[src/rtl/scsiPkg.sv]
/*
 * Shared types for the SCSI transfer sequencer of the DMA controller.
 * Holds the sequencer state encoding and the DMA direction encoding.
 * Modules take these by a wildcard import in the body or by scoped
 * names in their port lists.
 */
`default_nettype none

package scsiPkg;

    localparam int SEQ_STATE_W = 3;                 // Bits needed for six states

    // Sequencer states, CPU path then DMA path
    typedef enum logic [SEQ_STATE_W-1:0] {
        IDLE       = 3'd0,                          // Waiting for a CPU or DMA request
        CPU_ACCESS = 3'd1,                          // Chip select plus RE or WE
        CPU_TERM   = 3'd2,                          // Fire the cycle termination
        CPU_WAIT   = 3'd3,                          // Hold until CPU request drops
        DMA_XFER   = 3'd4,                          // One DACK byte transfer
        DMA_WAIT   = 3'd5                           // Hold until DREQ goes away
    } seqState_e;

    // DMA direction as seen from the FIFO
    typedef enum logic {
        DIR_F2S = 1'b0,                             // FIFO to SCSI chip
        DIR_S2F = 1'b1                              // SCSI chip to FIFO
    } xferDir_e;

endpackage : scsiPkg

`default_nettype wire

[src/rtl/scsiSequencer.sv]
/*
 * Transfer sequencer for the WD33C93-style SCSI chip.
 * Samples the CPU and DMA requests, picks which transfer runs and steps
 * it through its states. All strobe outputs are plain state decodes and
 * must be registered by the parent before they reach the chip.
 */
`timescale 1ns/1ps
`default_nettype none

module scsiSequencer (
    input  wire               BBCLK,                // System clock
    input  wire               CRESET_,              // Async reset, active low
    input  wire               cpuReq_i,             // CPU wants a SCSI register access
    input  wire               rw_i,                 // 1 means read
    input  wire               dreqN_i,              // DMA request from chip, active low
    input  scsiPkg::xferDir_e dmaDir_i,             // DMA direction
    input  wire               boEq3_i,              // Current byte is byte 3
    input  wire               fifoFull_i,           // FIFO full level
    input  wire               fifoEmpty_i,          // FIFO empty level
    input  wire               riFifoPend_i,         // Longword write to FIFO pending
    input  wire               rdFifoPend_i,         // Longword read from FIFO pending
    output logic              cpu2S_o,              // CPU to SCSI datapath enable
    output logic              s2Cpu_o,              // SCSI to CPU datapath enable
    output logic              s2F_o,                // SCSI to FIFO datapath enable
    output logic              f2S_o,                // FIFO to SCSI datapath enable
    output logic              scsiCs_o,             // Chip select decode
    output logic              re_o,                 // Read strobe decode
    output logic              we_o,                 // Write strobe decode
    output logic              dack_o,               // DMA acknowledge decode
    output logic              incBo_o,              // Step FIFO byte pointer
    output logic              incNi_o,              // Step FIFO next-in pointer
    output logic              incNo_o,              // Step FIFO next-out pointer
    output logic              setRiFifo_o,          // Request longword write to FIFO
    output logic              setRdFifo_o,          // Request longword read from FIFO
    output logic              setDsack_o            // Start CPU cycle termination
);

    import scsiPkg::*;

    seqState_e state;                               // Current state
    seqState_e nextState;                           // Next state decode
    logic      cCpuReq;                             // Sampled CPU request
    logic      cDreqN;                              // Sampled DMA request, active low
    logic      fifoRoom;                            // FIFO can take or give a byte
    logic      dmaGo;                               // All DMA start conditions met

    // Single sampling stage for the asynchronous requests
    always_ff @(posedge BBCLK or negedge CRESET_) begin
        if (!CRESET_) begin
            cCpuReq <= 1'b0;
            cDreqN  <= 1'b1;                        // No DMA request after reset
        end else begin
            cCpuReq <= cpuReq_i;
            cDreqN  <= dreqN_i;
        end
    end

    // Direction picks which FIFO level blocks the byte
    assign fifoRoom = (dmaDir_i == DIR_S2F) ? !fifoFull_i : !fifoEmpty_i;

    // Pending longword requests hold off any new byte
    assign dmaGo = !cDreqN && !riFifoPend_i && !rdFifoPend_i && fifoRoom;

    always_ff @(posedge BBCLK or negedge CRESET_) begin
        if (!CRESET_) begin
            state <= IDLE;
        end else begin
            state <= nextState;
        end
    end

    always_comb begin
        nextState = state;
        case (state)
            IDLE: begin
                if (cCpuReq) begin
                    nextState = CPU_ACCESS;         // CPU wins over DMA
                end else if (dmaGo) begin
                    nextState = DMA_XFER;
                end
            end
            CPU_ACCESS: nextState = CPU_TERM;
            CPU_TERM:   nextState = CPU_WAIT;
            CPU_WAIT: begin
                if (!cCpuReq) begin
                    nextState = IDLE;               // One access per request
                end
            end
            DMA_XFER:   nextState = DMA_WAIT;
            DMA_WAIT: begin
                if (cDreqN) begin
                    nextState = IDLE;               // One byte per DREQ assertion
                end
            end
            default:    nextState = IDLE;
        endcase
    end

    // Strobe and pulse decodes of the current state
    always_comb begin
        cpu2S_o     = 1'b0;
        s2Cpu_o     = 1'b0;
        s2F_o       = 1'b0;
        f2S_o       = 1'b0;
        scsiCs_o    = 1'b0;
        re_o        = 1'b0;
        we_o        = 1'b0;
        dack_o      = 1'b0;
        incBo_o     = 1'b0;
        incNi_o     = 1'b0;
        incNo_o     = 1'b0;
        setRiFifo_o = 1'b0;
        setRdFifo_o = 1'b0;
        setDsack_o  = 1'b0;
        case (state)
            CPU_ACCESS: begin
                scsiCs_o = 1'b1;
                re_o     = rw_i;                    // Register read
                s2Cpu_o  = rw_i;
                we_o     = !rw_i;                   // Register write
                cpu2S_o  = !rw_i;
            end
            CPU_TERM: begin
                setDsack_o = 1'b1;                  // Terminate after the strobe
            end
            DMA_XFER: begin
                dack_o  = 1'b1;
                incBo_o = 1'b1;
                if (dmaDir_i == DIR_S2F) begin
                    s2F_o       = 1'b1;
                    re_o        = 1'b1;
                    incNi_o     = boEq3_i;          // Longword complete, push it
                    setRiFifo_o = boEq3_i;
                end else begin
                    f2S_o       = 1'b1;
                    we_o        = 1'b1;
                    incNo_o     = boEq3_i;          // Longword drained, fetch next
                    setRdFifo_o = boEq3_i;
                end
            end
            default: begin
            end
        endcase
    end

endmodule : scsiSequencer

`default_nettype wire

[src/rtl/scsiRequestLatch.sv]
/*
 * Request and termination flags for the SCSI sequencer.
 * Holds the FIFO longword requests until the host side confirms them,
 * and the CPU cycle termination until the CPU strobe ends.
 */
`timescale 1ns/1ps
`default_nettype none

module scsiRequestLatch (
    input  wire  BBCLK,                             // System clock
    input  wire  CRESET_,                           // Async reset, active low
    input  wire  setRiFifo_i,                       // Set write-to-FIFO request
    input  wire  setRdFifo_i,                       // Set read-from-FIFO request
    input  wire  incFifo_i,                         // Longword written, clears riFifo
    input  wire  decFifo_i,                         // Longword read, clears rdFifo
    input  wire  setDsack_i,                        // Start cycle termination
    input  wire  cpuStrobe_i,                       // High while CPU cycle lasts
    output logic riFifo_o,                          // Write longword to FIFO pending
    output logic rdFifo_o,                          // Read longword from FIFO pending
    output logic dsackN_o                           // Cycle termination, active low
);

    logic dsackFlag;                                // Termination in progress

    // Confirm pulse beats a set pulse in the same cycle
    always_ff @(posedge BBCLK or negedge CRESET_) begin
        if (!CRESET_) begin
            riFifo_o <= 1'b0;
        end else if (incFifo_i) begin
            riFifo_o <= 1'b0;
        end else if (setRiFifo_i) begin
            riFifo_o <= 1'b1;
        end
    end

    always_ff @(posedge BBCLK or negedge CRESET_) begin
        if (!CRESET_) begin
            rdFifo_o <= 1'b0;
        end else if (decFifo_i) begin
            rdFifo_o <= 1'b0;
        end else if (setRdFifo_i) begin
            rdFifo_o <= 1'b1;
        end
    end

    // Released on the first edge that sees the strobe low
    always_ff @(posedge BBCLK or negedge CRESET_) begin
        if (!CRESET_) begin
            dsackFlag <= 1'b0;
        end else if (!cpuStrobe_i) begin
            dsackFlag <= 1'b0;
        end else if (setDsack_i) begin
            dsackFlag <= 1'b1;
        end
    end

    assign dsackN_o = !dsackFlag;                   // Idle high

endmodule : scsiRequestLatch

`default_nettype wire

[src/rtl/scsiBusController.sv]
/*
 * Top level of the SCSI transfer sequencer.
 * Connects the sequencer to the request latch and registers the strobe
 * decodes so the chip and FIFO datapath see clean, glitch-free levels.
 */
`timescale 1ns/1ps
`default_nettype none

module scsiBusController (
    input  wire               BBCLK,                // System clock
    input  wire               CRESET_,              // Async reset, active low
    input  wire               cpuReq_i,             // CPU register access request
    input  wire               rw_i,                 // 1 means read
    input  wire               cpuStrobe_i,          // High while CPU cycle lasts
    input  wire               dreqN_i,              // DMA request, active low
    input  scsiPkg::xferDir_e dmaDir_i,             // DMA direction
    input  wire               boEq3_i,              // Current byte is byte 3
    input  wire               fifoFull_i,           // FIFO full level
    input  wire               fifoEmpty_i,          // FIFO empty level
    input  wire               incFifo_i,            // Longword written into FIFO
    input  wire               decFifo_i,            // Longword read out of FIFO
    output logic              cpu2S_o,              // CPU to SCSI datapath enable
    output logic              s2Cpu_o,              // SCSI to CPU datapath enable
    output logic              s2F_o,                // SCSI to FIFO datapath enable
    output logic              f2S_o,                // FIFO to SCSI datapath enable
    output logic              scsiCs_o,             // Chip select
    output logic              re_o,                 // Read strobe to chip
    output logic              we_o,                 // Write strobe to chip
    output logic              dack_o,               // DMA acknowledge to chip
    output logic              incBo_o,              // Step FIFO byte pointer
    output logic              incNi_o,              // Step FIFO next-in pointer
    output logic              incNo_o,              // Step FIFO next-out pointer
    output logic              riFifo_o,             // Write longword to FIFO pending
    output logic              rdFifo_o,             // Read longword from FIFO pending
    output logic              dsackN_o,             // CPU cycle termination, active low
    output logic              lByteN_o              // Load byte into FIFO, active low
);

    logic cpu2S;                                    // Unregistered decodes from sequencer
    logic s2Cpu;
    logic s2F;
    logic f2S;
    logic scsiCs;
    logic re;
    logic we;
    logic dack;
    logic incBo;
    logic incNi;
    logic incNo;
    logic setRiFifo;                                // One-cycle pulses into the latch
    logic setRdFifo;
    logic setDsack;

    scsiSequencer uSequencer (
        .BBCLK        (BBCLK),
        .CRESET_      (CRESET_),
        .cpuReq_i     (cpuReq_i),
        .rw_i         (rw_i),
        .dreqN_i      (dreqN_i),
        .dmaDir_i     (dmaDir_i),
        .boEq3_i      (boEq3_i),
        .fifoFull_i   (fifoFull_i),
        .fifoEmpty_i  (fifoEmpty_i),
        .riFifoPend_i (riFifo_o),                   // Pending flags hold off DMA
        .rdFifoPend_i (rdFifo_o),
        .cpu2S_o      (cpu2S),
        .s2Cpu_o      (s2Cpu),
        .s2F_o        (s2F),
        .f2S_o        (f2S),
        .scsiCs_o     (scsiCs),
        .re_o         (re),
        .we_o         (we),
        .dack_o       (dack),
        .incBo_o      (incBo),
        .incNi_o      (incNi),
        .incNo_o      (incNo),
        .setRiFifo_o  (setRiFifo),
        .setRdFifo_o  (setRdFifo),
        .setDsack_o   (setDsack)
    );

    scsiRequestLatch uRequestLatch (
        .BBCLK       (BBCLK),
        .CRESET_     (CRESET_),
        .setRiFifo_i (setRiFifo),
        .setRdFifo_i (setRdFifo),
        .incFifo_i   (incFifo_i),
        .decFifo_i   (decFifo_i),
        .setDsack_i  (setDsack),
        .cpuStrobe_i (cpuStrobe_i),
        .riFifo_o    (riFifo_o),
        .rdFifo_o    (rdFifo_o),
        .dsackN_o    (dsackN_o)
    );

    // One cycle behind the state, so strobes never glitch
    always_ff @(posedge BBCLK or negedge CRESET_) begin
        if (!CRESET_) begin
            cpu2S_o  <= 1'b0;
            s2Cpu_o  <= 1'b0;
            s2F_o    <= 1'b0;
            f2S_o    <= 1'b0;
            scsiCs_o <= 1'b0;
            re_o     <= 1'b0;
            we_o     <= 1'b0;
            dack_o   <= 1'b0;
            incBo_o  <= 1'b0;
            incNi_o  <= 1'b0;
            incNo_o  <= 1'b0;
        end else begin
            cpu2S_o  <= cpu2S;
            s2Cpu_o  <= s2Cpu;
            s2F_o    <= s2F;
            f2S_o    <= f2S;
            scsiCs_o <= scsiCs;
            re_o     <= re;
            we_o     <= we;
            dack_o   <= dack;
            incBo_o  <= incBo;
            incNi_o  <= incNi;
            incNo_o  <= incNo;
        end
    end

    assign lByteN_o = !(dack_o && re_o);            // Only on SCSI to FIFO bytes

endmodule : scsiBusController

`default_nettype wire

[config.mk]
export PLATFORM = sky130hd
export DESIGN_NAME = scsiBusController
export DESIGN_NICKNAME = d
export VERILOG_FILES = /design/src/rtl/scsiPkg.sv /design/src/rtl/scsiSequencer.sv /design/src/rtl/scsiRequestLatch.sv /design/src/rtl/scsiBusController.sv
export SDC_FILE = /design/constraint.sdc
export NUM_CORES = 1
export LEC_CHECK = 0
export BUFFER_PORTS_ARGS = -buffer_cell sky130_fd_sc_hd__buf_2
export CAP_MARGIN = 25
export CORE_MARGIN = 2
export CORE_UTILIZATION = 50
export CTS_BUF_LIST = sky130_fd_sc_hd__clkbuf_4
export DETAILED_ROUTE_END_ITERATION = 8
export GPL_TIMING_DRIVEN = 0
export PLACE_DENSITY = 0.82
export SETUP_SLACK_MARGIN = 0.1
export SYNTH_ARGS = -nofsm -noshare
export SYNTH_HDL_FRONTEND = slang
export SYNTH_SLANG_ARGS = --single-unit
export TNS_END_PERCENT = 100
[constraint.sdc]
create_clock -name BBCLK -period 2.3 [get_ports BBCLK]
set_input_delay 0.575 -clock BBCLK [delete_from_list [all_inputs] [get_ports BBCLK]]
set_output_delay 0.575 -clock BBCLK [all_outputs]
set_load 0.01 [all_outputs]
==> key figures, run 1 <==
Clock network
  • Clock root buffer: clkbuf_4
  • CTS tree: done
  • Clock latency on the worst-skew pair: 0.29 ns
  • Post_cts resized: 0
  • Reg clk slew, reported paths: 0.10 ns
  • CTS Buffer Depth: 2
  • CTS Buf Count: 3
  • Clock Sink Count: 18
  • Hold-fix buffers, CTS: 0
  • Setup Buffers After CTS: 0
  • CTS H-tree depth: 1

Final layout
  • Largest register FFs: 3
  • Commonest non-fill, non-tap cell in the layout: buf_2
  • N_diodes: 0
  • Final non-filler cell total: 98
  • Most frequent cells in the layout: buf_2 (27), dfrtp_1 (17), nor2_1 (6)
  • # fillers: 103
  • Nets: 96
  • Reg with most FFs: uSequencer.state
  • Area added between synthesis and finish: 25.1%
  • Ratio of cells with drive above 1 in the final layout: 44.6%

Placed design
  • DP HPWL: 856 um
  • Placed instance count: 94
  • GPL Wtd Cong: 0.703
  • Input/output buffers: 26

Worst setup path
  • Crit path kind: flip-flop to output port
  • CP max stage cell: dfrtp_1
  • Crit-path cells: buf_4 -> buf_2
  • Max stage delay on crit path: 0.40 ns
  • Startpoint types: flip-flop
  • Crit path DAT: 0.94 ns
  • Worst path buffer plus inverter count: 2
  • CP Capture Type: output port
  • Worst Path Required: 1.73 ns
  • Crit path max fanout: 3
  • CP top delay family: flip-flops

Synthesis
  • Synth area leader: dfrtp_1
  • Synth Area in Adders: 0%
  • Synth Cell Area: 697 um2
  • Sequential cell area fraction in the yosys report: 64.8%
  • Synthesized flop and latch total: 18
  • Largest family of logic cells by synthesized area: simple AND/OR/NAND/NOR gates
  • Post-Synth XOR/XNOR Area: 0%
  • Simple-Gate Fraction of Synth Area: 22.8%
  • Post-synthesis mux area share: 1.44%
  • Synth top area cells: dfrtp_1 (61%), dfstp_2 (3.8%), nor4b_4 (3.4%), nor2_1 (3.2%), nor3b_4 (2.7%)
  • Post-synthesis compound-gate area fraction: 7.54%
  • Synthesized area per cell: 13.1 um2
  • Synth unique cells: 25
  • Synth Warn #: 0
  • Post-synthesis instance total: 53
  • Area fraction of the dominant cell type after synthesis: 61.0%
  • Net Count, Synth: 65

Status
  • Status: finished, final reports clean

GRT
  • Vias in the first global route: 390
  • GRT overflow: 0
  • Gr usage total: 16.1%
  • First-pass GRT wire length: 1640 um
  • Initial antenna violation count: 0
  • Largest net degree at the start of global routing: 19

Route
  • Average vias per placed instance: 5.11
  • Vias: 501
  • DRT antenna net count: 0
  • DR WL/cell: 11.7 um
  • TritonRoute pass-1 iters: 4
  • DRC: 0
  • Total Wirelength: 1150 um
  • Drt first-iter violations: 8

Timing
  • Minimum clock period: 1.51 ns
  • Worst slew pin tran: 0.379 ns
  • Slew headroom: 74.8%
  • Max Clock Skew: 0.00789 ns
  • Final setup violating endpoints: 0
  • Total Neg Setup Slack: 0 ns
  • Crit share post-route: 65.8%
  • Hold Violations, Final: 0
  • Fin. max-slew vios: 0
  • Unrepaired setup endpoints after global routing: no
  • Max Freq: 0.661 GHz

Floorplan
  • Row count: 13
  • Chip Height: 41.3 um
  • IO Pins: 27
  • Full die area: 0.00171 mm2
  • Initial Util: 53.6%
  • Core area: 0.00130 mm2
  • Die W: 41.3 um

Worst hold path
  • Hold crit path type: input pin to async pin

Job
  • Maxcap violations: 0

Power and ir drop
  • Lkg Pwr: 0.000474 uW
  • Worst vdd ir: 436 uV
  • Cell Pwr Density: 879 mW/mm2
routing by layer:
| layer | track usage [%] | up-vias | share of wire (%) |
|---|---|---|---|
| li1 | - | 234 | - |
| met1 | 19.3 | 234 | 40 |
| met2 | 23.0 | 29 | 50 |
| met3 | 6.38 | 4 | 7.9 |
| met4 | 12.1 | 0 | 1.7 |
| met5 | 0 | - | 0 |
cells in the mapped netlist, drive strengths merged:
library cell,instances
o22ai,1
nand2b,2
and2,3
and2b,1
inv,1
nand2,1
nor3,1
o2bb2ai,1
a31oi,2
nor2b,2
and3,1
or2,2
dfstp,1
nor3b,2
nor2,6
dfrtp,17
a211oi,1
mux2i,1
a21oi,2
buf,3
nor4b,1
a21boi,1
worst reg2reg max path, cell delays in order (launching register included):
cell and delay (ns):
dfrtp_1 0.37, buf_4 0.17, nor3b_2 0.17, and2b_1 0.18, or2_1 0.20
path summary, 6_finish.rpt:
path	startpoint	to	slack (ns)	cells after the start
min in group BBCLK	dreqN_i	uSequencer.cDreqN	0.37	1
worst max register to register	uSequencer.state[0]	we_o	1.11	4
worst min-delay path	CRESET_	re_o	0.19	1
worst min register to register	uRequestLatch.dsackFlag	uRequestLatch.dsackFlag	0.54	2
max in group asynchronous	CRESET_	uSequencer.cDreqN	1.80	1
worst max-delay path	incBo_o	incBo_o	0.79	2
power by group:
| part | switching [uW] | total (uW) | internal (uW) |
|---|---|---|---|
| Combinational | 129 | 226 | 97.2 |
| Clock | 93.8 | 157 | 63.1 |
| Sequential | 17.4 | 384 | 366 |
| Total | 240 | 767 | 527 |
kinds of logic after synthesis:
logic type | count (synthesis)
simple gates | 22
flops | 18
compound gates | 8
mux | 1
buf+inv | 4
through the flow:
stage          util, %  area (um2)  setup slack [ns]  hold slack [ns]  power (uW)
2_1_floorplan        -         697              1.17            0.279         548
3_3_place_gp      65.0         846             0.980            0.503         609
3_5_place_dp      65.0         846             0.945            0.520         617
4_1_cts           67.0         872             0.769            0.194         774
5_1_grt           67.0         872             0.715            0.202         813
6_report          67.0         872             0.786            0.186         767
layout make-up:
type	instances	area, um2	share of cell area (%)
Tap cell	15	18.8	2.15
Timing Repair Buffer	26	130	14.9
Clock buffer	3	22.5	2.58
Clock inverter	1	3.75	0.430
Multi-Input combinational cell	31	221	25.4
Buffer	3	20.0	2.30
Sequential cell	18	452	51.8
Inverter	1	3.75	0.430
No activity file was read; power rests on OpenSTA's default activity.
==> run 2: changes to the inputs <==
--- a/config.mk
+++ b/config.mk
@@ -5,14 +5,15 @@
 export SDC_FILE = /design/constraint.sdc
 export NUM_CORES = 1
 export LEC_CHECK = 0
+export ABC_AREA = 1
 export BUFFER_PORTS_ARGS = -buffer_cell sky130_fd_sc_hd__buf_2
 export CAP_MARGIN = 25
 export CORE_MARGIN = 2
-export CORE_UTILIZATION = 50
+export CORE_UTILIZATION = 49
 export CTS_BUF_LIST = sky130_fd_sc_hd__clkbuf_4
 export DETAILED_ROUTE_END_ITERATION = 8
 export GPL_TIMING_DRIVEN = 0
-export PLACE_DENSITY = 0.82
+export PLACE_DENSITY = 0.8
 export SETUP_SLACK_MARGIN = 0.1
 export SYNTH_ARGS = -nofsm -noshare
 export SYNTH_HDL_FRONTEND = slang
==> constraint.sdc (replaced) <==
create_clock -name BBCLK -period 1.4 [get_ports BBCLK]
set_input_delay 0.35 -clock BBCLK [delete_from_list [all_inputs] [get_ports BBCLK]]
set_output_delay 0.35 -clock BBCLK [all_outputs]
set_load 0.01 [all_outputs]
==> run 2 against run 1 <==
Against the previous run: sequential power rose by 90%; combinational power rose by 110%; count of clock-buffer cells in the layout stayed put; die area up 5.6%; global-route usage grew 0.37 points; worst setup slack worse by 0.67 ns; worst hold slack got worse by 0.044 ns; largest power group unchanged; highest routed layer unchanged.
==> key figures, run 2 <==
Worst setup path
  • Worst Path Required: 1.05 ns
  • CP Capture Type: output port
  • Crit path max fanout: 3
  • Crit path DAT: 0.93 ns
  • Crit path kind: flip-flop to output port
  • Startpoint types: flip-flop

Timing
  • Total Neg Setup Slack: 0 ns
  • Hold Violations, Final: 0
  • Worst slew pin tran: 0.376 ns
  • Final Hold Slack: 0.143 ns
  • Max Clock Skew: 0.00730 ns
  • Final setup violating endpoints: 0
  • Fin. max-slew vios: 0
  • Slew headroom: 74.9%
  • Max Freq: 0.780 GHz
  • Crit share post-route: 91.5%
  • Final Worst Setup Slack: 0.119 ns
  • Unrepaired setup endpoints after global routing: yes
  • Minimum clock period: 1.28 ns

Synthesis
  • Count leader, synth: dfrtp_1
  • Synthesized flop and latch total: 18
  • Net Count, Synth: 84
  • Synth area leader: dfrtp_1
  • Main flop type after synthesis: dfrtp_1
  • Post-synthesis instance total: 72
  • Synth Warn #: 0
  • Synth unique cells: 15
  • Synth Cell Area: 726 um2
  • Synth top area cells: dfrtp_1 (59%), inv_1 (7.8%), nand2_1 (6.2%), nor2_4 (4.7%), nor2_1 (4.1%)
  • Synthesized area per cell: 10.1 um2
  • Area fraction of the dominant cell type after synthesis: 58.6%
  • Most frequent cells after synthesis: dfrtp_1 (17), inv_1 (15), nand2_1 (12)
  • Sequential cell area fraction in the yosys report: 62.2%
  • Async S/R FF share, synth: 100%
  • Post-synth EDFFs: 0

Clock network
  • Reg clk slew, reported paths: 0.10 ns
  • CTS H-tree depth: 1
  • Clock Sink Count: 18
  • CTS Buffer Depth: 2
  • Clock latency on the worst-skew pair: 0.29 ns
  • Clock root buffer: clkbuf_4
  • CTS Buf Count: 3
  • CTS tree: done
  • Setup Buffers After CTS: 0

Floorplan
  • Row count: 13
  • Die W: 42.5 um
  • Initial Util: 53.8%
  • Chip Height: 42.5 um
  • IO Pins: 27
  • Core area: 0.00135 mm2
  • Full die area: 0.00180 mm2

Placed design
  • Input/output buffers: 26
  • Dpl ws: 0.328 ns
  • DP HPWL: 983 um
  • GPL Wtd Cong: 0.734

Power and ir drop
  • Sw Pwr: 516 uW
  • Logic gate share of total power: 32.8%
  • Sequential cell fraction of total power: 49.9%
  • Clock power share: 17.3%
  • Lkg Pwr: 0.000542 uW
  • Cell Pwr Density: 1590 mW/mm2
  • Sw frac: 35.3%
  • Worst vdd ir: 1200 uV
  • Internal: 948 uW

Route
  • DRC: 0
  • DR WL/cell: 10.4 um
  • Total Wirelength: 1230 um
  • Vias: 547
  • TritonRoute pass-1 iters: 1
  • Drt first-iter violations: 0
  • Average vias per placed instance: 4.64
  • DRT antenna net count: 0

Final layout
  • Area added between synthesis and finish: 26.9%
  • Reg with most FFs: uSequencer.state
  • Largest register FFs: 3
  • Ratio of cells with drive above 1 in the final layout: 37.9%
  • Most frequent cells in the layout: buf_2 (25), dfrtp_1 (17), inv_1 (15)
  • Nets: 116
  • Commonest non-fill, non-tap cell in the layout: buf_2
  • N_diodes: 0
  • # fillers: 106

Status
  • Status: finished, final reports clean

GRT
  • First-pass GRT wire length: 2190 um
  • GRT overflow: 0
  • Largest net degree at the start of global routing: 19
  • Vias in the first global route: 539
  • Gr usage total: 16.5%
  • Initial antenna violation count: 0

Worst hold path
  • Hold crit path type: input pin to flip-flop

Job
  • Maxcap violations: 0
run 2: per-stage QoR:
step / std cells / area [um2] / utilization (%) / power, uW
after floorplan: 72 / 726 / - / 1040
after global placement: 113 / 875 / 64.8 / 1190
after detailed placement: 113 / 875 / 64.8 / 1210
after CTS: 118 / 921 / 68.2 / 1490
after global routing: 118 / 921 / 68.2 / 1570
final: 118 / 921 / 68.2 / 1460
run 2: area by class of cell:
cell class                      count  area [um2]  share of cell area, %
Inverter                           15        56.3                   6.11
Multi-Input combinational cell     38         210                   22.8
Sequential cell                    18         452                   49.0
Clock buffer                        3        22.5                   2.45
Timing Repair Buffer               27         146                   15.9
Tap cell                           15        18.8                   2.04
Clock inverter                      1        3.75                  0.408
Buffer                              1        11.3                   1.22
run 2: worst paths after layout:
| check | startpoint | endpoint | slack, ns | cells past startpoint |
|---|---|---|---|---|
| max | incBo_o | incBo_o | 0.12 | 2 |
| min | dreqN_i | uSequencer.cDreqN | 0.14 | 1 |
| max reg2reg | uSequencer.state[2] | uSequencer.state[1] | 0.32 | 3 |
| min reg2reg | uRequestLatch.dsackFlag | uRequestLatch.dsackFlag | 0.55 | 2 |
| max in group asynchronous | CRESET_ | uSequencer.cDreqN | 0.60 | 2 |
| min in group asynchronous | CRESET_ | uRequestLatch.dsackFlag | 0.49 | 2 |
run 2: cells by family after synthesis:
logic type,count (synthesis),synth area share [%]
buffers and inverters,16,8.79
and+or+nand+nor,30,21.0
AOI/OAI and AO/OA,8,7.93
DFF,18,62.2
run 2: critical path: stages, from the launching register on:
cell     delay [ns]
dfrtp_1        0.41
buf_6          0.12
buf_6          0.11
run 2: per-layer routing:
metal | share of wire, % | vias up | GRT usage, %
met5 | 0 | - | 0
met4 | 1.9 | 0 | 9.38
met3 | 6.4 | 3 | 4.74
met2 | 48 | 23 | 27.7
met1 | 44 | 239 | 18.4
li1 | - | 282 | -
run 2: what timing repair did:
| action | in CTS | in global routing |
|---|---|---|
| hold endpoints to repair | 17 | 0 |
| endpoints found under the setup margin | 1 | 1 |
| hold buffers | 1 | 0 |
| resized for setup | 2 | 0 |
run 2: power groups by stage:
| stage | logic, uW | registers (uW) | clock network, uW |
|---|---|---|---|
| after detailed placement | 471 | 741 | 0 |
| after CTS | 490 | 731 | 266 |
| after global routing | 542 | 749 | 282 |
| after floorplan | 266 | 772 | 0 |
| final | 480 | 730 | 254 |
| after global placement | 453 | 735 | 0 |
